`config.mk`:
```
export PLATFORM = sky130hd
export DESIGN_NAME = hazard_top
export DESIGN_NICKNAME = d
export VERILOG_FILES = /design/src/hdl/isa_pkg.sv /design/src/hdl/pipe_pkg.sv /design/src/hdl/instr_decode.sv /design/src/hdl/hazard_unit.sv /design/src/hdl/pipe_dest_tracker.sv /design/src/hdl/retire_port.sv /design/src/hdl/hazard_top.sv
export VERILOG_INCLUDE_DIRS = /design/src /design/src/hdl
export SDC_FILE = /design/constraint.sdc
export NUM_CORES = 1
export LEC_CHECK = 0
export ABC_AREA = 1
export BUFFER_PORTS_ARGS = -buffer_cell sky130_fd_sc_hd__buf_2
export CAP_MARGIN = 20
export CORE_ASPECT_RATIO = 1.1
export CORE_UTILIZATION = 49
export DETAILED_ROUTE_END_ITERATION = 10
export PLACE_DENSITY = 0.69
export SYNTH_ARGS = -nofsm -noshare
export SYNTH_HDL_FRONTEND = slang
export SYNTH_SLANG_ARGS = --single-unit
```
`constraint.sdc`:
```
create_clock -name clk -period 2.7 [get_ports clk]
set_input_delay 0.135 -clock clk [delete_from_list [all_inputs] [get_ports clk]]
set_output_delay 0.135 -clock clk [all_outputs]
set_load 0.05 [all_outputs]
```
`src/hdl/hazard_config.svh`:
```
// Widths, register numbers and stage count shared by the hazard logic
`ifndef HAZARD_CONFIG_SVH
`define HAZARD_CONFIG_SVH

// Full instruction word
`define INSTR_W 16

// Opcode field, top bits of the word
`define OPCODE_W 4

// Register address field, 16 registers
`define REG_W 4

// Data segment register, read by ld and st in place of rs
`define DATA_SEG_REG 14

// Stages tracked after IF/ID: ID/EX, EX/MEM, MEM/WB
`define NUM_STAGES 3

`endif

```
`src/hdl/isa_pkg.sv`:
```
// Instruction set types, field layout and opcode class helpers
`include "hazard_config.svh"

package isa_pkg;

    typedef logic [`INSTR_W-1:0] instr_t;
    typedef logic [`REG_W-1:0]   reg_addr_t;

    // Opcodes 10 and 11 are unassigned
    typedef enum logic [`OPCODE_W-1:0] {
        OP_ADD  = 0,
        OP_SUB  = 1,
        OP_AND  = 2,
        OP_OR   = 3,
        OP_XOR  = 4,
        OP_SHL  = 5,
        OP_SHR  = 6,
        OP_ADDI = 7,
        OP_LD   = 8,
        OP_ST   = 9,
        OP_BR   = 12,
        OP_CALL = 13,
        OP_RET  = 14,
        OP_NOP  = 15
    } opcode_t;

    // Word layout: opcode, rd, rs, rt from the top down
    localparam int OPC_LSB = `INSTR_W - `OPCODE_W;
    localparam int RD_LSB  = OPC_LSB - `REG_W;
    localparam int RS_LSB  = RD_LSB - `REG_W;
    localparam int RT_LSB  = RS_LSB - `REG_W;

    function automatic opcode_t instr_opcode(instr_t word);
        return opcode_t'(word[OPC_LSB +: `OPCODE_W]);
    endfunction

    function automatic reg_addr_t instr_rd(instr_t word);
        return word[RD_LSB +: `REG_W];
    endfunction

    function automatic reg_addr_t instr_rs(instr_t word);
        return word[RS_LSB +: `REG_W];
    endfunction

    function automatic reg_addr_t instr_rt(instr_t word);
        return word[RT_LSB +: `REG_W];
    endfunction

    // Result goes back to rd
    function automatic logic writes_rd(opcode_t op);
        return !(op inside {OP_ST, OP_BR, OP_CALL, OP_RET, OP_NOP});
    endfunction

    // Memory ops address through the data segment register
    function automatic logic uses_data_seg(opcode_t op);
        return op inside {OP_LD, OP_ST};
    endfunction

    // Changes the fetch stream, fetch blocked until retirement
    function automatic logic is_redirect(opcode_t op);
        return op inside {OP_BR, OP_RET};
    endfunction

    // Never held for register dependencies
    function automatic logic no_data_check(opcode_t op);
        return op inside {OP_CALL, OP_RET};
    endfunction

endpackage

```
`src/hdl/pipe_pkg.sv`:
```
// Pipeline state types: stage indices, stage masks and slot records
`include "hazard_config.svh"

package pipe_pkg;

    // Stage index, ID/EX is youngest
    typedef logic [$clog2(`NUM_STAGES)-1:0] stage_idx_t;

    localparam stage_idx_t STG_ID_EX  = 0;
    localparam stage_idx_t STG_EX_MEM = 1;
    localparam stage_idx_t STG_MEM_WB = 2;

    // One flag per tracked stage
    typedef logic [`NUM_STAGES-1:0] stage_mask_t;

    // What a stage carries besides its valid bit
    typedef struct packed {
        isa_pkg::opcode_t   opcode;
        isa_pkg::reg_addr_t rd;
        logic               wr;
    } slot_t;

endpackage

```
`src/hdl/instr_decode.sv`:
```
// Fetch handshake, IF/ID register, field decode and issue toward the tracker
`timescale 1ns/1ps
`include "hazard_config.svh"

module instr_decode (
    input  logic               clk,
    input  logic               rst,
    input  logic               instr_req,
    input  isa_pkg::instr_t    instr_word,
    input  logic               fetch_hold,
    input  logic               data_hazard,
    output logic               instr_ack,
    output logic               if_full,
    output isa_pkg::opcode_t   if_opcode,
    output isa_pkg::reg_addr_t if_rs,
    output isa_pkg::reg_addr_t if_rt,
    output isa_pkg::reg_addr_t if_rd,
    output logic               issue_valid,
    output isa_pkg::opcode_t   issue_opcode,
    output isa_pkg::reg_addr_t issue_rd,
    output logic               issue_wr
);
    import isa_pkg::*;

    // IF/ID payload
    instr_t if_word;
    logic   capture;

    // New request, IF/ID free, fetch not blocked by a redirect
    assign capture = instr_req && !instr_ack && !if_full && !fetch_hold;

    // Four-phase ack
    always_ff @(posedge clk) begin
        if (rst) begin
            instr_ack <= 1'b0;
        end else if (capture) begin
            instr_ack <= 1'b1;
        end else if (!instr_req) begin
            // Req seen low, return to zero
            instr_ack <= 1'b0;
        end
    end

    // IF/ID occupancy
    always_ff @(posedge clk) begin
        if (rst) begin
            if_full <= 1'b0;
        end else if (capture) begin
            if_full <= 1'b1;
        end else if (issue_valid) begin
            if_full <= 1'b0;
        end
    end

    // Word captured with the ack rise
    always_ff @(posedge clk) begin
        if (capture) begin
            if_word <= instr_word;
        end
    end

    // Field decode
    assign if_opcode = instr_opcode(if_word);
    assign if_rd     = instr_rd(if_word);
    assign if_rs     = instr_rs(if_word);
    assign if_rt     = instr_rt(if_word);

    // Issue as soon as the hazard unit lets it go
    assign issue_valid  = if_full && !data_hazard;
    assign issue_opcode = if_opcode;
    assign issue_rd     = if_rd;
    // Only writers block later readers
    assign issue_wr     = writes_rd(if_opcode);

endmodule

```
`src/hdl/hazard_unit.sv`:
```
// Register-match data hazard and fetch hold for branch and return
`timescale 1ns/1ps
`include "hazard_config.svh"

module hazard_unit (
    input  logic                                 clk,
    input  logic                                 rst,
    input  logic                                 if_full,
    input  isa_pkg::opcode_t                     if_opcode,
    input  isa_pkg::reg_addr_t                   if_rs,
    input  isa_pkg::reg_addr_t                   if_rt,
    input  isa_pkg::reg_addr_t                   if_rd,
    input  pipe_pkg::stage_mask_t                stage_valid,
    input  isa_pkg::reg_addr_t [`NUM_STAGES-1:0] stage_rd,
    input  pipe_pkg::stage_mask_t                stage_wr,
    input  pipe_pkg::stage_mask_t                stage_redirect,
    input  logic                                 issue_valid,
    input  isa_pkg::opcode_t                     issue_opcode,
    input  logic                                 tracker_retired,
    input  logic                                 tracker_frozen,
    output logic                                 data_hazard,
    output logic                                 fetch_hold
);
    import isa_pkg::*;
    import pipe_pkg::*;

    // First read port, rs or the data segment register
    reg_addr_t   read_rs;
    // Per-stage destination hits
    stage_mask_t stage_hit;
    logic        reg_match;

    assign read_rs = uses_data_seg(if_opcode) ? reg_addr_t'(`DATA_SEG_REG) : if_rs;

    // Compare all three reads against every valid writer
    always_comb begin
        for (int i = 0; i < `NUM_STAGES; i++) begin
            stage_hit[i] = stage_valid[i] && stage_wr[i] &&
                           ((stage_rd[i] == read_rs) ||
                            (stage_rd[i] == if_rt) ||
                            (stage_rd[i] == if_rd));
        end
    end

    // Call and return skip the match
    assign reg_match = (|stage_hit) && !no_data_check(if_opcode);

    // Frozen tail cannot take an issue either
    assign data_hazard = if_full && (tracker_frozen || reg_match);

    // Held from the cycle after a redirect issues until it retires
    always_ff @(posedge clk) begin
        if (rst) begin
            fetch_hold <= 1'b0;
        end else if (issue_valid && is_redirect(issue_opcode)) begin
            fetch_hold <= 1'b1;
        end else if (tracker_retired && stage_redirect[STG_MEM_WB]) begin
            // The redirect leaves MEM/WB on this edge
            fetch_hold <= 1'b0;
        end
    end

endmodule

```
`src/hdl/pipe_dest_tracker.sv`:
```
// In-flight destination records for ID/EX, EX/MEM and MEM/WB
`timescale 1ns/1ps
`include "hazard_config.svh"

module pipe_dest_tracker (
    input  logic                                 clk,
    input  logic                                 rst,
    input  logic                                 issue_valid,
    input  isa_pkg::opcode_t                     issue_opcode,
    input  isa_pkg::reg_addr_t                   issue_rd,
    input  logic                                 issue_wr,
    input  logic                                 retire_done,
    output pipe_pkg::stage_mask_t                stage_valid,
    output isa_pkg::reg_addr_t [`NUM_STAGES-1:0] stage_rd,
    output pipe_pkg::stage_mask_t                stage_wr,
    output pipe_pkg::stage_mask_t                stage_redirect,
    output isa_pkg::opcode_t                     mw_opcode,
    output logic                                 tracker_retired,
    output logic                                 tracker_frozen
);
    import isa_pkg::*;
    import pipe_pkg::*;

    stage_mask_t vld;
    slot_t       slot [`NUM_STAGES];
    // Record entering ID/EX
    slot_t       entry;
    logic        advance;

    // Move on when MEM/WB is empty or leaving this cycle
    assign advance         = !vld[STG_MEM_WB] || retire_done;
    assign tracker_frozen  = !advance;
    assign tracker_retired = vld[STG_MEM_WB] && retire_done;

    assign entry.opcode = issue_opcode;
    assign entry.rd     = issue_rd;
    assign entry.wr     = issue_wr;

    // Valid bits, a bubble enters when nothing issues
    always_ff @(posedge clk) begin
        if (rst) begin
            vld <= '0;
        end else if (advance) begin
            vld <= {vld[`NUM_STAGES-2:0], issue_valid};
        end
    end

    // Records shift with the valid bits
    always_ff @(posedge clk) begin
        if (advance) begin
            slot[STG_ID_EX]  <= entry;
            slot[STG_EX_MEM] <= slot[STG_ID_EX];
            slot[STG_MEM_WB] <= slot[STG_EX_MEM];
        end
    end

    assign stage_valid = vld;

    always_comb begin
        for (int i = 0; i < `NUM_STAGES; i++) begin
            stage_rd[i]       = slot[i].rd;
            stage_wr[i]       = slot[i].wr;
            stage_redirect[i] = is_redirect(slot[i].opcode);
        end
    end

    // Oldest entry toward the retire port
    assign mw_opcode = slot[STG_MEM_WB].opcode;

endmodule

```
`src/hdl/retire_port.sv`:
```
// Four-phase retire handshake for the MEM/WB entry
`timescale 1ns/1ps

module retire_port (
    input  logic               clk,
    input  logic               rst,
    input  logic               mw_valid,
    input  isa_pkg::opcode_t   mw_opcode,
    input  isa_pkg::reg_addr_t mw_rd,
    input  logic               retire_ack,
    output logic               retire_req,
    output isa_pkg::opcode_t   retire_opcode,
    output isa_pkg::reg_addr_t retire_rd,
    output logic               retire_done
);

    typedef enum logic [1:0] {
        RT_IDLE,
        RT_REQ,
        // Done, waiting for ack to return to zero
        RT_WAIT_LOW
    } rt_state_t;

    rt_state_t state;
    logic      load;

    // New entry offered once the previous cycle has fully closed
    assign load = mw_valid &&
                  ((state == RT_IDLE) || ((state == RT_WAIT_LOW) && !retire_ack));

    always_ff @(posedge clk) begin
        if (rst) begin
            state <= RT_IDLE;
        end else begin
            case (state)
                RT_IDLE: begin
                    if (load) state <= RT_REQ;
                end
                RT_REQ: begin
                    if (retire_ack) state <= RT_WAIT_LOW;
                end
                RT_WAIT_LOW: begin
                    if (load) begin
                        state <= RT_REQ;
                    end else if (!retire_ack) begin
                        state <= RT_IDLE;
                    end
                end
                default: state <= RT_IDLE;
            endcase
        end
    end

    // Data held still for the whole request
    always_ff @(posedge clk) begin
        if (load) begin
            retire_opcode <= mw_opcode;
            retire_rd     <= mw_rd;
        end
    end

    assign retire_req  = (state == RT_REQ);
    // MEM/WB frees on this edge
    assign retire_done = (state == RT_REQ) && retire_ack;

endmodule

```
`src/hdl/hazard_top.sv`:
```
// Issue-side hazard logic: decode, hazard check, stage tracking and retire
`timescale 1ns/1ps
`include "hazard_config.svh"

module hazard_top (
    input  logic               clk,
    input  logic               rst,
    input  logic               instr_req,
    input  isa_pkg::instr_t    instr_word,
    input  logic               retire_ack,
    output logic               instr_ack,
    output logic               issue_valid,
    output isa_pkg::opcode_t   issue_opcode,
    output isa_pkg::reg_addr_t issue_rd,
    output logic               fetch_hold,
    output logic               retire_req,
    output isa_pkg::opcode_t   retire_opcode,
    output isa_pkg::reg_addr_t retire_rd
);
    import isa_pkg::*;
    import pipe_pkg::*;

    // IF/ID fields toward the hazard unit
    logic      if_full;
    opcode_t   if_opcode;
    reg_addr_t if_rs;
    reg_addr_t if_rt;
    reg_addr_t if_rd;
    logic      issue_wr;
    logic      data_hazard;

    // Stage state
    stage_mask_t                     stage_valid;
    reg_addr_t [`NUM_STAGES-1:0]     stage_rd;
    stage_mask_t                     stage_wr;
    stage_mask_t                     stage_redirect;
    opcode_t                         mw_opcode;
    logic                            tracker_retired;
    logic                            tracker_frozen;
    logic                            retire_done;

    instr_decode u_instr_decode (
        .clk          (clk),
        .rst          (rst),
        .instr_req    (instr_req),
        .instr_word   (instr_word),
        .fetch_hold   (fetch_hold),
        .data_hazard  (data_hazard),
        .instr_ack    (instr_ack),
        .if_full      (if_full),
        .if_opcode    (if_opcode),
        .if_rs        (if_rs),
        .if_rt        (if_rt),
        .if_rd        (if_rd),
        .issue_valid  (issue_valid),
        .issue_opcode (issue_opcode),
        .issue_rd     (issue_rd),
        .issue_wr     (issue_wr)
    );

    hazard_unit u_hazard_unit (
        .clk             (clk),
        .rst             (rst),
        .if_full         (if_full),
        .if_opcode       (if_opcode),
        .if_rs           (if_rs),
        .if_rt           (if_rt),
        .if_rd           (if_rd),
        .stage_valid     (stage_valid),
        .stage_rd        (stage_rd),
        .stage_wr        (stage_wr),
        .stage_redirect  (stage_redirect),
        .issue_valid     (issue_valid),
        .issue_opcode    (issue_opcode),
        .tracker_retired (tracker_retired),
        .tracker_frozen  (tracker_frozen),
        .data_hazard     (data_hazard),
        .fetch_hold      (fetch_hold)
    );

    pipe_dest_tracker u_pipe_dest_tracker (
        .clk             (clk),
        .rst             (rst),
        .issue_valid     (issue_valid),
        .issue_opcode    (issue_opcode),
        .issue_rd        (issue_rd),
        .issue_wr        (issue_wr),
        .retire_done     (retire_done),
        .stage_valid     (stage_valid),
        .stage_rd        (stage_rd),
        .stage_wr        (stage_wr),
        .stage_redirect  (stage_redirect),
        .mw_opcode       (mw_opcode),
        .tracker_retired (tracker_retired),
        .tracker_frozen  (tracker_frozen)
    );

    // MEM/WB slot feeds the retire side
    retire_port u_retire_port (
        .clk           (clk),
        .rst           (rst),
        .mw_valid      (stage_valid[STG_MEM_WB]),
        .mw_opcode     (mw_opcode),
        .mw_rd         (stage_rd[STG_MEM_WB]),
        .retire_ack    (retire_ack),
        .retire_req    (retire_req),
        .retire_opcode (retire_opcode),
        .retire_rd     (retire_rd),
        .retire_done   (retire_done)
    );

endmodule

```
==> impl_metrics.py, run 1 <==
metrics = {
    "outcome": {
        "status": "completed",
    },
    "yosys": {
        "synthCells": 223,
        "synthDistinctLibCells": 22,
        "async_flop_share_pct": 0,
        "synth_nets": 243,
        "synth_warnings": 0,
        "ys.flop_type": "edfxtp_1",
        "avgSynthCellArea_um2": 11.3,
        "synth_area_um2": 2520,
        "yosys_register_bits": 59,
        "ys_seq_area_share_pct": 67.2,
        "synth_edf_count": 51,
    },
    "finish": {
        "fillers": 393,
        "area.sequential_um2": 1690,
        "syn2layout_area_growth_pct": 26.6,
        "most-common-layout-cells": "nand2_1 (60), edfxtp_1 (51), buf_2 (39)",
        "final_nets": 309,
        "finalCoreUtilization_pct": 64.2,
        "multi_input_area_um2": 724,
        "drive_gt1_share_pct": 21.4,
        "layout_commonest_cell": "nand2_1",
        "diodes": 0,
    },
    "floorplan": {
        "die_w_um": 70.3,
        "io_pins": 40,
        "std_cell_rows": 27,
        "die_h_um": 77.2,
        "die_area_um2": 5430,
        "core_area_um2": 4970,
        "start_util_pct": 50.7,
    },
    "worst_setup_path": {
        "worstPathArrival_ns": 2.12,
        "critPathMaxStageDelay_ns": 0.43,
        "rr_startpoint": "u_instr_decode.if_word[14]",
        "cp_cell_sequence": "inv_2 -> nand3_4 -> nand2_1 -> nand2_1 -> nand2_1 -> nor2_1 -> nand2_1 -> nand2_1 -> nand2_1 -> nand3_2 -> nand2_2 -> nand3_1 -> inv_1 -> buf_2",
        "worstSetupEndpointType": "primary output",
        "start_kind": "register",
        "cp_max_fo": 16,
        "r2r_slack_ns": 1.02,
        "r2r_cells": 13,
        "cp_slowest_cell": "edfxtp_1",
        "criticalPathCategory": "register to primary output",
        "reg2reg_to": "u_hazard_unit.fetch_hold",
        "crit_top_cell": "nand2_1",
        "cp_data_required_time_ns": 2.57,
        "cp-startpoint": "u_instr_decode.if_word[14]",
    },
    "clocking": {
        "cts-root-buf": "clkbuf_8",
        "clk_pin_slew_ns": 0.06,
        "insertion_delay_ns": 0.33,
        "tritoncts": "built",
        "cts_made_buffers": 9,
        "clk_path_buf_depth": 2,
        "htreeDepth": 3,
        "clock-sinks": 59,
        "cts_setup_buffers": 0,
    },
    "power_and_ir_drop": {
        "switchingPower_mw": 0.552,
        "powerDensity_nw_per_um2": 710,
        "static-leakage-power_nw": 1.38,
        "pwr-share-clk_pct": 37.8,
        "pwr-share-comb_pct": 11.8,
        "ir_drop_mv": 0.486,
        "swShare_pct": 24.4,
        "seqPwrFrac_pct": 50.5,
        "cellInternalPower_mw": 1.71,
    },
    "worst_hold_path": {
        "hp-start": "instr_req",
        "hp-class": "primary input to register",
        "hold_path_depth": 3,
        "whs_endpoint": "u_instr_decode.instr_ack",
    },
    "drt": {
        "viasPerCell": 4.88,
        "drt_iter0_drc": 49,
        "drt_first_pass_iters": 4,
        "drt-total-wl_um": 4360,
        "drc": 0,
        "antenna_left": 0,
        "vias": 1717,
        "wire_per_inst_um": 12.4,
    },
    "placed_design": {
        "place_congestion": 0.792,
        "dp_hpwl_um": 2890,
        "place_ws_ns": 0.802,
        "portBuffers": 39,
    },
    "timing": {
        "setup_tns_ns": 0,
        "slew_headroom_pct": 73.9,
        "timing.final.hold_violations": 0,
        "setup_viol": 0,
        "max_freq_mhz": 443,
        "slew_viol_final": 0,
        "hold_slack_ns": 0.0686,
        "period_share_pct": 83.5,
        "clock_skew_ns": 0.00570,
        "rsz0062_at_grt": "false",
        "worst_pin_slew_ns": 0.392,
        "fin_crit_ns": 2.26,
        "setup_ws_ns": 0.445,
    },
    "global_route": {
        "first_global_vias": 1528,
        "grt_antenna_before_repair": 0,
        "grt_overflow": 0,
        "grtUsageTotal_pct": 17.7,
        "grt_max_degree": 32,
        "grt_pass1_wl_um": 7040,
    },
    "flow_run": {
        "cap_violations": 0,
    },
}
## critical path, delay by kind of cell (launching register included)
kind | cells | cell delay (ns)
AND/OR/NAND/NOR | 11 | 0.91
flip-flops | 1 | 0.43
buffers and inverters | 3 | 0.43
## cells in the mapped netlist, types with 2 or more instances
library cell	instances	area, um^2
xnor2_1	23	201
nor2_1	18	67.6
nand4_1	3	18.8
inv_1	25	93.8
edfxtp_1	51	1530
dfxtp_1	8	160
a21oi_1	6	30.0
inv_2	2	7.51
nand3b_1	3	22.5
nand3_1	13	65.1
nand2_1	60	225
## layer usage
metal,vias to the layer above,routed length [um],global-route usage [%]
met5,-,0,0
met3,9,203,4.47
li1,870,-,-
met1,788,1990,22.3
met4,0,116,12.0
met2,50,2050,26.8
## metrics by stage
step                instances  total power, mW  instance area (um^2)
global route              352             2.36                  3190
finish                    352             2.26                  3190
detailed placement        320             1.41                  2800
global placement          320             1.40                  2800
floorplan                 223             1.33                  2520
CTS                       352             2.28                  3190
## timing repair
item / 4_1_cts / 5_1_grt
endpoints found under the setup margin: 0 / 0
hold buffers: 16 / 0
hold endpoints to repair: 16 / 0
gates resized for setup: 0 / 0
## flip-flops by register name, summed over array words and instances, names as in the netlist
signal	cells
u_pipe_dest_tracker.slot	27
u_instr_decode.if_word	16
u_retire_port.retire_opcode	4
u_retire_port.retire_rd	4
u_pipe_dest_tracker.stage_valid	3
u_retire_port.state	2
u_hazard_unit.fetch_hold	1
u_instr_decode.if_full	1
u_instr_decode.instr_ack	1
## power groups by stage
stage	clock, mW	combinational, mW	sequential [mW]
floorplan	0	0.149	1.19
detailed placement	0	0.249	1.16
CTS	0.869	0.268	1.14
global route	0.909	0.297	1.15
global placement	0	0.245	1.16
finish	0.854	0.266	1.14
## layout make-up
cell class	instances	area share, %
multi-input combinational	135	22.7
inverter	27	3.18
timing repair buffer	57	11.6
clock inverter	2	0.314
tap	58	2.28
clock buffer	14	6.79
sequential	59	53.1
## worst max path at each step
stage,endpoint,slack (ns),cells past startpoint
3_5_place_dp,issue_valid,0.80,14
3_3_place_gp,issue_valid,0.83,14
2_1_floorplan,issue_valid,0.06,6
4_1_cts,issue_valid,0.42,14
5_1_grt,issue_valid,0.19,14
6_report,issue_valid,0.44,14
## kinds of logic after synthesis
family,share of synthesized area (%)
AOI/OAI and AO/OA,2.19
xor gates and xnor gates,8.35
DFF,67.2
and+or+nand+nor,17.6
buffers and inverters,4.62
Note: power is estimated with default switching activity, not from simulation.
==> inputs of run 2 (changes only) <==
clock period = 2 ns   (was 2.7 ns; I/O delays follow)
==> run 2 against run 1 <==
- the flow now finishes with violations (setup timing)
- utilization increased by 1.3 points
- die area unchanged
- register-to-register slack got worse by 0.79 ns
- combinational power grew 52%
- sequential cell count unchanged
- critical path depth did not move
- cell count increased by 2.3%
- count of clock-buffer cells in the layout down 3
- largest cell class unchanged
- largest power group unchanged
==> impl_metrics.py, run 2 (synthesis results as in run 1) <==
metrics = {
    "outcome": {
        "status": "finished, violations left",
        "violations": "setup timing",
    },
    "clocking": {
        "cts-root-buf": "clkbuf_8",
        "insertion_delay_ns": 0.34,
        "htreeDepth": 3,
        "cts_made_buffers": 9,
        "clock-sinks": 59,
        "clk_path_buf_depth": 2,
        "clk_pin_slew_ns": 0.06,
        "tritoncts": "built",
    },
    "drt": {
        "drt_first_pass_iters": 4,
        "drt_iter0_drc": 108,
        "wire_per_inst_um": 13.8,
        "antenna_left": 0,
        "vias": 1810,
        "drc": 0,
        "viasPerCell": 5.03,
        "drt-total-wl_um": 4970,
    },
    "finish": {
        "drive_gt1_share_pct": 26.5,
        "final_nets": 317,
        "layout_commonest_cell": "nand2_1",
        "largest_register_ffs": 27,
        "diodes": 0,
        "most-common-layout-cells": "nand2_1 (55), edfxtp_1 (51), buf_2 (38)",
        "syn2layout_area_growth_pct": 29.2,
        "reg.largest.list": "u_pipe_dest_tracker.slot: 27 flops, u_instr_decode.if_word: 16 flops",
        "top_register": "u_pipe_dest_tracker.slot",
    },
    "worst_hold_path": {
        "hp-class": "primary input to register",
        "hold_path_depth": 2,
        "whs_endpoint": "u_instr_decode.if_full",
        "hp-start": "rst",
    },
    "timing": {
        "clock_skew_ns": 0.00703,
        "hold_slack_ns": 0.0248,
        "fin_crit_ns": 2.09,
        "slew_viol_final": 0,
        "timing.final.hold_violations": 0,
        "setup_viol": 1,
        "worst_pin_slew_ns": 0.289,
        "setup_tns_ns": -0.0930,
        "rsz0062_at_grt": "true",
        "slew_headroom_pct": 80.5,
        "period_share_pct": 105,
        "max_freq_mhz": 478,
        "setup_ws_ns": -0.0930,
    },
    "worst_setup_path": {
        "cp_slowest_cell": "edfxtp_1",
        "critPathMaxStageDelay_ns": 0.41,
        "cp.buffers_inverters": 3,
        "start_kind": "register",
        "rr_startpoint": "u_instr_decode.if_word[14]",
        "criticalPathCategory": "register to primary output",
        "reg2reg_to": "u_instr_decode.if_full",
        "cp_max_fo": 8,
        "crit_family": "simple AND/OR/NAND/NOR gates",
        "cp_data_required_time_ns": 1.90,
        "r2r_cells": 14,
        "cp_cell_sequence": "inv_2 -> nand3_4 -> nand2_2 -> nand2_1 -> nand2_1 -> nor2_1 -> nand2_1 -> nand2_1 -> nand2_1 -> nand3_2 -> nand2_2 -> nand3_2 -> inv_2 -> buf_8",
        "r2r_slack_ns": 0.23,
        "crit_top_cell": "nand2_1",
        "worstSetupEndpointType": "primary output",
        "worstPathArrival_ns": 1.99,
    },
    "global_route": {
        "grt_overflow": 0,
        "first_global_vias": 1809,
        "grt_pass1_wl_um": 7980,
        "grtUsageTotal_pct": 20.2,
        "grt_max_degree": 21,
        "grt_antenna_before_repair": 0,
    },
    "placed_design": {
        "place_congestion": 0.804,
        "dp_hpwl_um": 3040,
        "portBuffers": 39,
    },
    "floorplan": {
        "core_area_um2": 4970,
        "io_pins": 40,
        "die_w_um": 70.3,
        "std_cell_rows": 27,
        "start_util_pct": 50.7,
        "die_area_um2": 5430,
        "die_h_um": 77.2,
    },
    "power_and_ir_drop": {
        "static-leakage-power_nw": 1.40,
        "powerDensity_nw_per_um2": 893,
        "p_total_mw": 2.90,
        "ir_drop_mv": 0.667,
    },
    "flow_run": {
        "cap_violations": 0,
    },
}
==> run 2: cell types whose count changed in the layout (fill, tap and decap cells not counted), moves of 2 or more <==
cell,delta
buf_4,+7
clkbuf_16,-3
clkinv_2,+2
nand2_1,-5
nand2_4,+4
nand3_2,+2
==> run 2: area by class of cell <==
class / count / area, um^2
well taps: 58 / 72.6
inverters: 27 / 101
clock inverters: 5 / 27.5
multi-input cells: 136 / 774
repair buffers: 64 / 433
clock buffers: 11 / 151
flip-flops and latches: 59 / 1690
fillers: 365 / 1710
==> run 2: power by group <==
| group | internal (mW) | switching, mW |
|---|---|---|
| combinational | 0.170 | 0.233 |
| sequential | 1.45 | 0.0919 |
| clock | 0.507 | 0.452 |
==> run 2: repair_timing <==
item / CTS / global route
setup endpoints to repair: 1 / 1
hold endpoints to repair: 16 / 0
setup buffers: 4 / 2
hold buffers: 16 / 0
resized for setup: 11 / 1
pin swaps: 4 / 1
cloned: 1 / 0
==> run 2: worst reg2reg max path: stages, from the launching register on <==
cell and delay (ns):
edfxtp_1 0.41, inv_2 0.13, nand3_4 0.17, nand3_1 0.12
nand2_1 0.06, nor2_1 0.14, nand2_1 0.07, nand2_1 0.06
nand2_1 0.07, nand3_2 0.06, nand2_2 0.06, buf_4 0.13
nand2_1 0.05, nand2_1 0.06, a21oi_2 0.12
==> run 2: per-stage QoR <==
step	instance area, um^2	instances	setup WS, ns	utilization (%)
after detailed placement	2820	321	0.141	56.7
final	3250	360	-0.0930	65.5
after global placement	2820	321	0.161	56.7
after floorplan	2540	223	0.0383	-
after CTS	3230	358	-0.0774	65.1
after global routing	3250	360	-0.212	65.5
==> run 2: per-layer routing <==
layer	routed length [um]	up-vias	track usage, %
li1	-	885	-
met1	2090	834	23.7
met2	2430	75	31.5
met3	294	16	5.65
met4	157	0	14.4
met5	0	-	0
==> run 2: how the worst max path moves through the flow <==
stage	from	endpoint	slack, ns	depth (start not counted)
finish	u_instr_decode.if_word[14]	issue_valid	-0.09	14
global route	u_instr_decode.if_word[14]	issue_valid	-0.21	14
floorplan	u_instr_decode.if_word[14]	issue_valid	0.04	13
CTS	u_instr_decode.if_word[13]	issue_valid	-0.08	14
detailed placement	u_instr_decode.if_word[14]	issue_valid	0.14	14
global placement	u_instr_decode.if_word[14]	issue_valid	0.16	14
==> inputs of run 3 (changes only) <==
CORE_ASPECT_RATIO = unset   (was 1.1)
PLACE_DENSITY = 0.67   (was 0.69)
SLEW_MARGIN = 40   (was unset)
clock period = 2.2 ns   (was 2 ns; I/O delays follow)
==> run 3 against run 2 <==
- the run now ends clean
- first-iteration DRC count rose by 16%
- non-clock buffer count fell by 2
- cell count rose by 1.9%
- critical endpoint unchanged
- largest cell class unchanged
- highest routed layer unchanged
==> impl_metrics.py, run 3 (synthesis results as in run 1) <==
metrics = {
    "outcome": {
        "status": "completed",
    },
    "finish": {
        "syn2layout_area_growth_pct": 30.2,
        "top_register": "u_pipe_dest_tracker.slot",
        "layout_commonest_cell": "nand2_1",
        "diodes": 0,
        "most-common-layout-cells": "nand2_1 (53), edfxtp_1 (51), buf_2 (38)",
        "finalCoreUtilization_pct": 68.1,
        "drive_gt1_share_pct": 26.3,
        "fillers": 384,
        "final_nets": 315,
        "largest_register_ffs": 27,
        "reg.largest.list": "u_pipe_dest_tracker.slot: 27 flops, u_instr_decode.if_word: 16 flops",
        "design_area_um2": 3280,
    },
    "floorplan": {
        "die_area_um2": 5430,
        "core_area_um2": 4820,
        "die_h_um": 73.7,
        "die_w_um": 73.7,
        "io_pins": 40,
        "std_cell_rows": 25,
        "start_util_pct": 52.3,
    },
    "drt": {
        "vias": 1766,
        "antenna_left": 0,
        "drt_first_pass_iters": 4,
        "drc": 0,
        "wire_per_inst_um": 13.3,
        "drt_iter0_drc": 125,
        "drt-total-wl_um": 4880,
        "viasPerCell": 4.81,
    },
    "power_and_ir_drop": {
        "switchingPower_mw": 0.704,
        "cellInternalPower_mw": 2.04,
        "pwr-share-comb_pct": 13.0,
        "powerDensity_nw_per_um2": 838,
        "swShare_pct": 25.6,
        "ir_drop_mv": 0.608,
        "pwr-share-clk_pct": 35.9,
        "static-leakage-power_nw": 1.40,
        "seqPwrFrac_pct": 51.1,
    },
    "worst_setup_path": {
        "criticalPathCategory": "register to primary output",
        "worstPathArrival_ns": 2.04,
        "start_kind": "register",
        "cp_max_fo": 8,
        "r2r_slack_ns": 0.38,
        "worstSetupEndpointType": "primary output",
        "cp_data_required_time_ns": 2.09,
    },
    "clocking": {
        "tritoncts": "built",
        "clk_pin_slew_ns": 0.07,
        "htreeDepth": 3,
        "clock-sinks": 59,
        "cts_made_buffers": 9,
        "clk_path_buf_depth": 2,
        "insertion_delay_ns": 0.34,
        "cts-root-buf": "clkbuf_8",
    },
    "placed_design": {
        "place_congestion": 0.863,
        "place_ws_ns": 0.342,
        "portBuffers": 39,
        "placed_cell_area_um2": 2820,
        "dp_hpwl_um": 3100,
    },
    "flow_run": {
        "cap_violations": 0,
    },
    "timing": {
        "setup_ws_ns": 0.0503,
        "slew_viol_final": 0,
        "slew_headroom_pct": 67.4,
        "timing.final.hold_violations": 0,
        "max_freq_mhz": 465,
        "period_share_pct": 97.7,
        "worst_pin_slew_ns": 0.488,
        "rsz0062_at_grt": "true",
        "fin_crit_ns": 2.15,
        "clock_skew_ns": 0.0109,
        "setup_viol": 0,
    },
    "worst_hold_path": {
        "hp-class": "primary input to register",
    },
    "global_route": {
        "grt_pass1_wl_um": 7050,
        "first_global_vias": 1573,
        "grtUsageTotal_pct": 18.7,
        "grt_overflow": 0,
        "grt_antenna_before_repair": 0,
        "grt_max_degree": 22,
    },
}
run 3: power by group through the flow:
| stage | combinational [mW] | sequential, mW | clock (mW) |
|---|---|---|---|
| after floorplan | 0.184 | 1.45 | 0 |
| after global placement | 0.306 | 1.42 | 0 |
| after detailed placement | 0.311 | 1.42 | 0 |
| after CTS | 0.334 | 1.40 | 1.01 |
| after global routing | 0.389 | 1.41 | 1.04 |
| final | 0.358 | 1.40 | 0.986 |
run 3: metrics by stage:
| stage | total power, mW | hold WS [ns] | setup TNS [ns] | instances |
|---|---|---|---|---|
| after floorplan | 1.64 | 0.209 | 0 | 223 |
| after global placement | 1.73 | 0.286 | 0 | 329 |
| after detailed placement | 1.73 | 0.288 | 0 | 329 |
| after CTS | 2.74 | 0.0121 | 0 | 361 |
| after global routing | 2.84 | 0.0310 | -0.0706 | 367 |
| final | 2.75 | 0.0244 | 0 | 367 |
run 3: per-layer routing:
layer | vias up | part of all wire (%) | global-route usage [%]
met5 | - | 0 | 0
met4 | 0 | 1.8 | 11.3
met3 | 8 | 4.1 | 5.08
met2 | 53 | 47 | 28.1
met1 | 820 | 47 | 24.2
li1 | 885 | - | -
run 3: final cells by class:
class | count | area [um^2] | area share (%)
Inverter | 27 | 101 | 3.09
Tap cell | 67 | 83.8 | 2.56
Timing Repair Buffer | 62 | 418 | 12.7
Clock buffer | 13 | 191 | 5.84
Multi-Input combinational cell | 136 | 774 | 23.6
Clock inverter | 3 | 17.5 | 0.534
Sequential cell | 59 | 1690 | 51.6
run 3: timing repair:
action                                 4_1_cts  5_1_grt
pin swaps                                    0        7
endpoints found under the hold margin       16        0
gates cloned                                 0        1
gates resized for setup                      1       13
hold buffers                                16        0
setup endpoints to repair                    1        1
buffers inserted                             0        5
run 3: worst paths after layout:
check,endpoint,startpoint,depth (start not counted)
worst max-delay path,issue_valid,u_instr_decode.if_word[14],14
worst max register to register,u_instr_decode.if_full,u_instr_decode.if_word[15],14
worst min register to register,u_pipe_dest_tracker.slot[0][26],u_pipe_dest_tracker.slot[0][17],0
worst min-delay path,u_instr_decode.instr_ack,instr_req,3
run 3: worst max-delay path, cell delays in order (launching register included):
cell	delay, ns
edfxtp_1	0.44
inv_2	0.14
nand3_4	0.17
nand2_4	0.13
nand2_1	0.05
nand2_1	0.06
nor2_1	0.05
nand2_1	0.06
nand2_1	0.05
nand2_1	0.07
nand3_2	0.08
nand2_2	0.08
nand3_2	0.08
inv_2	0.09
buf_8	0.14
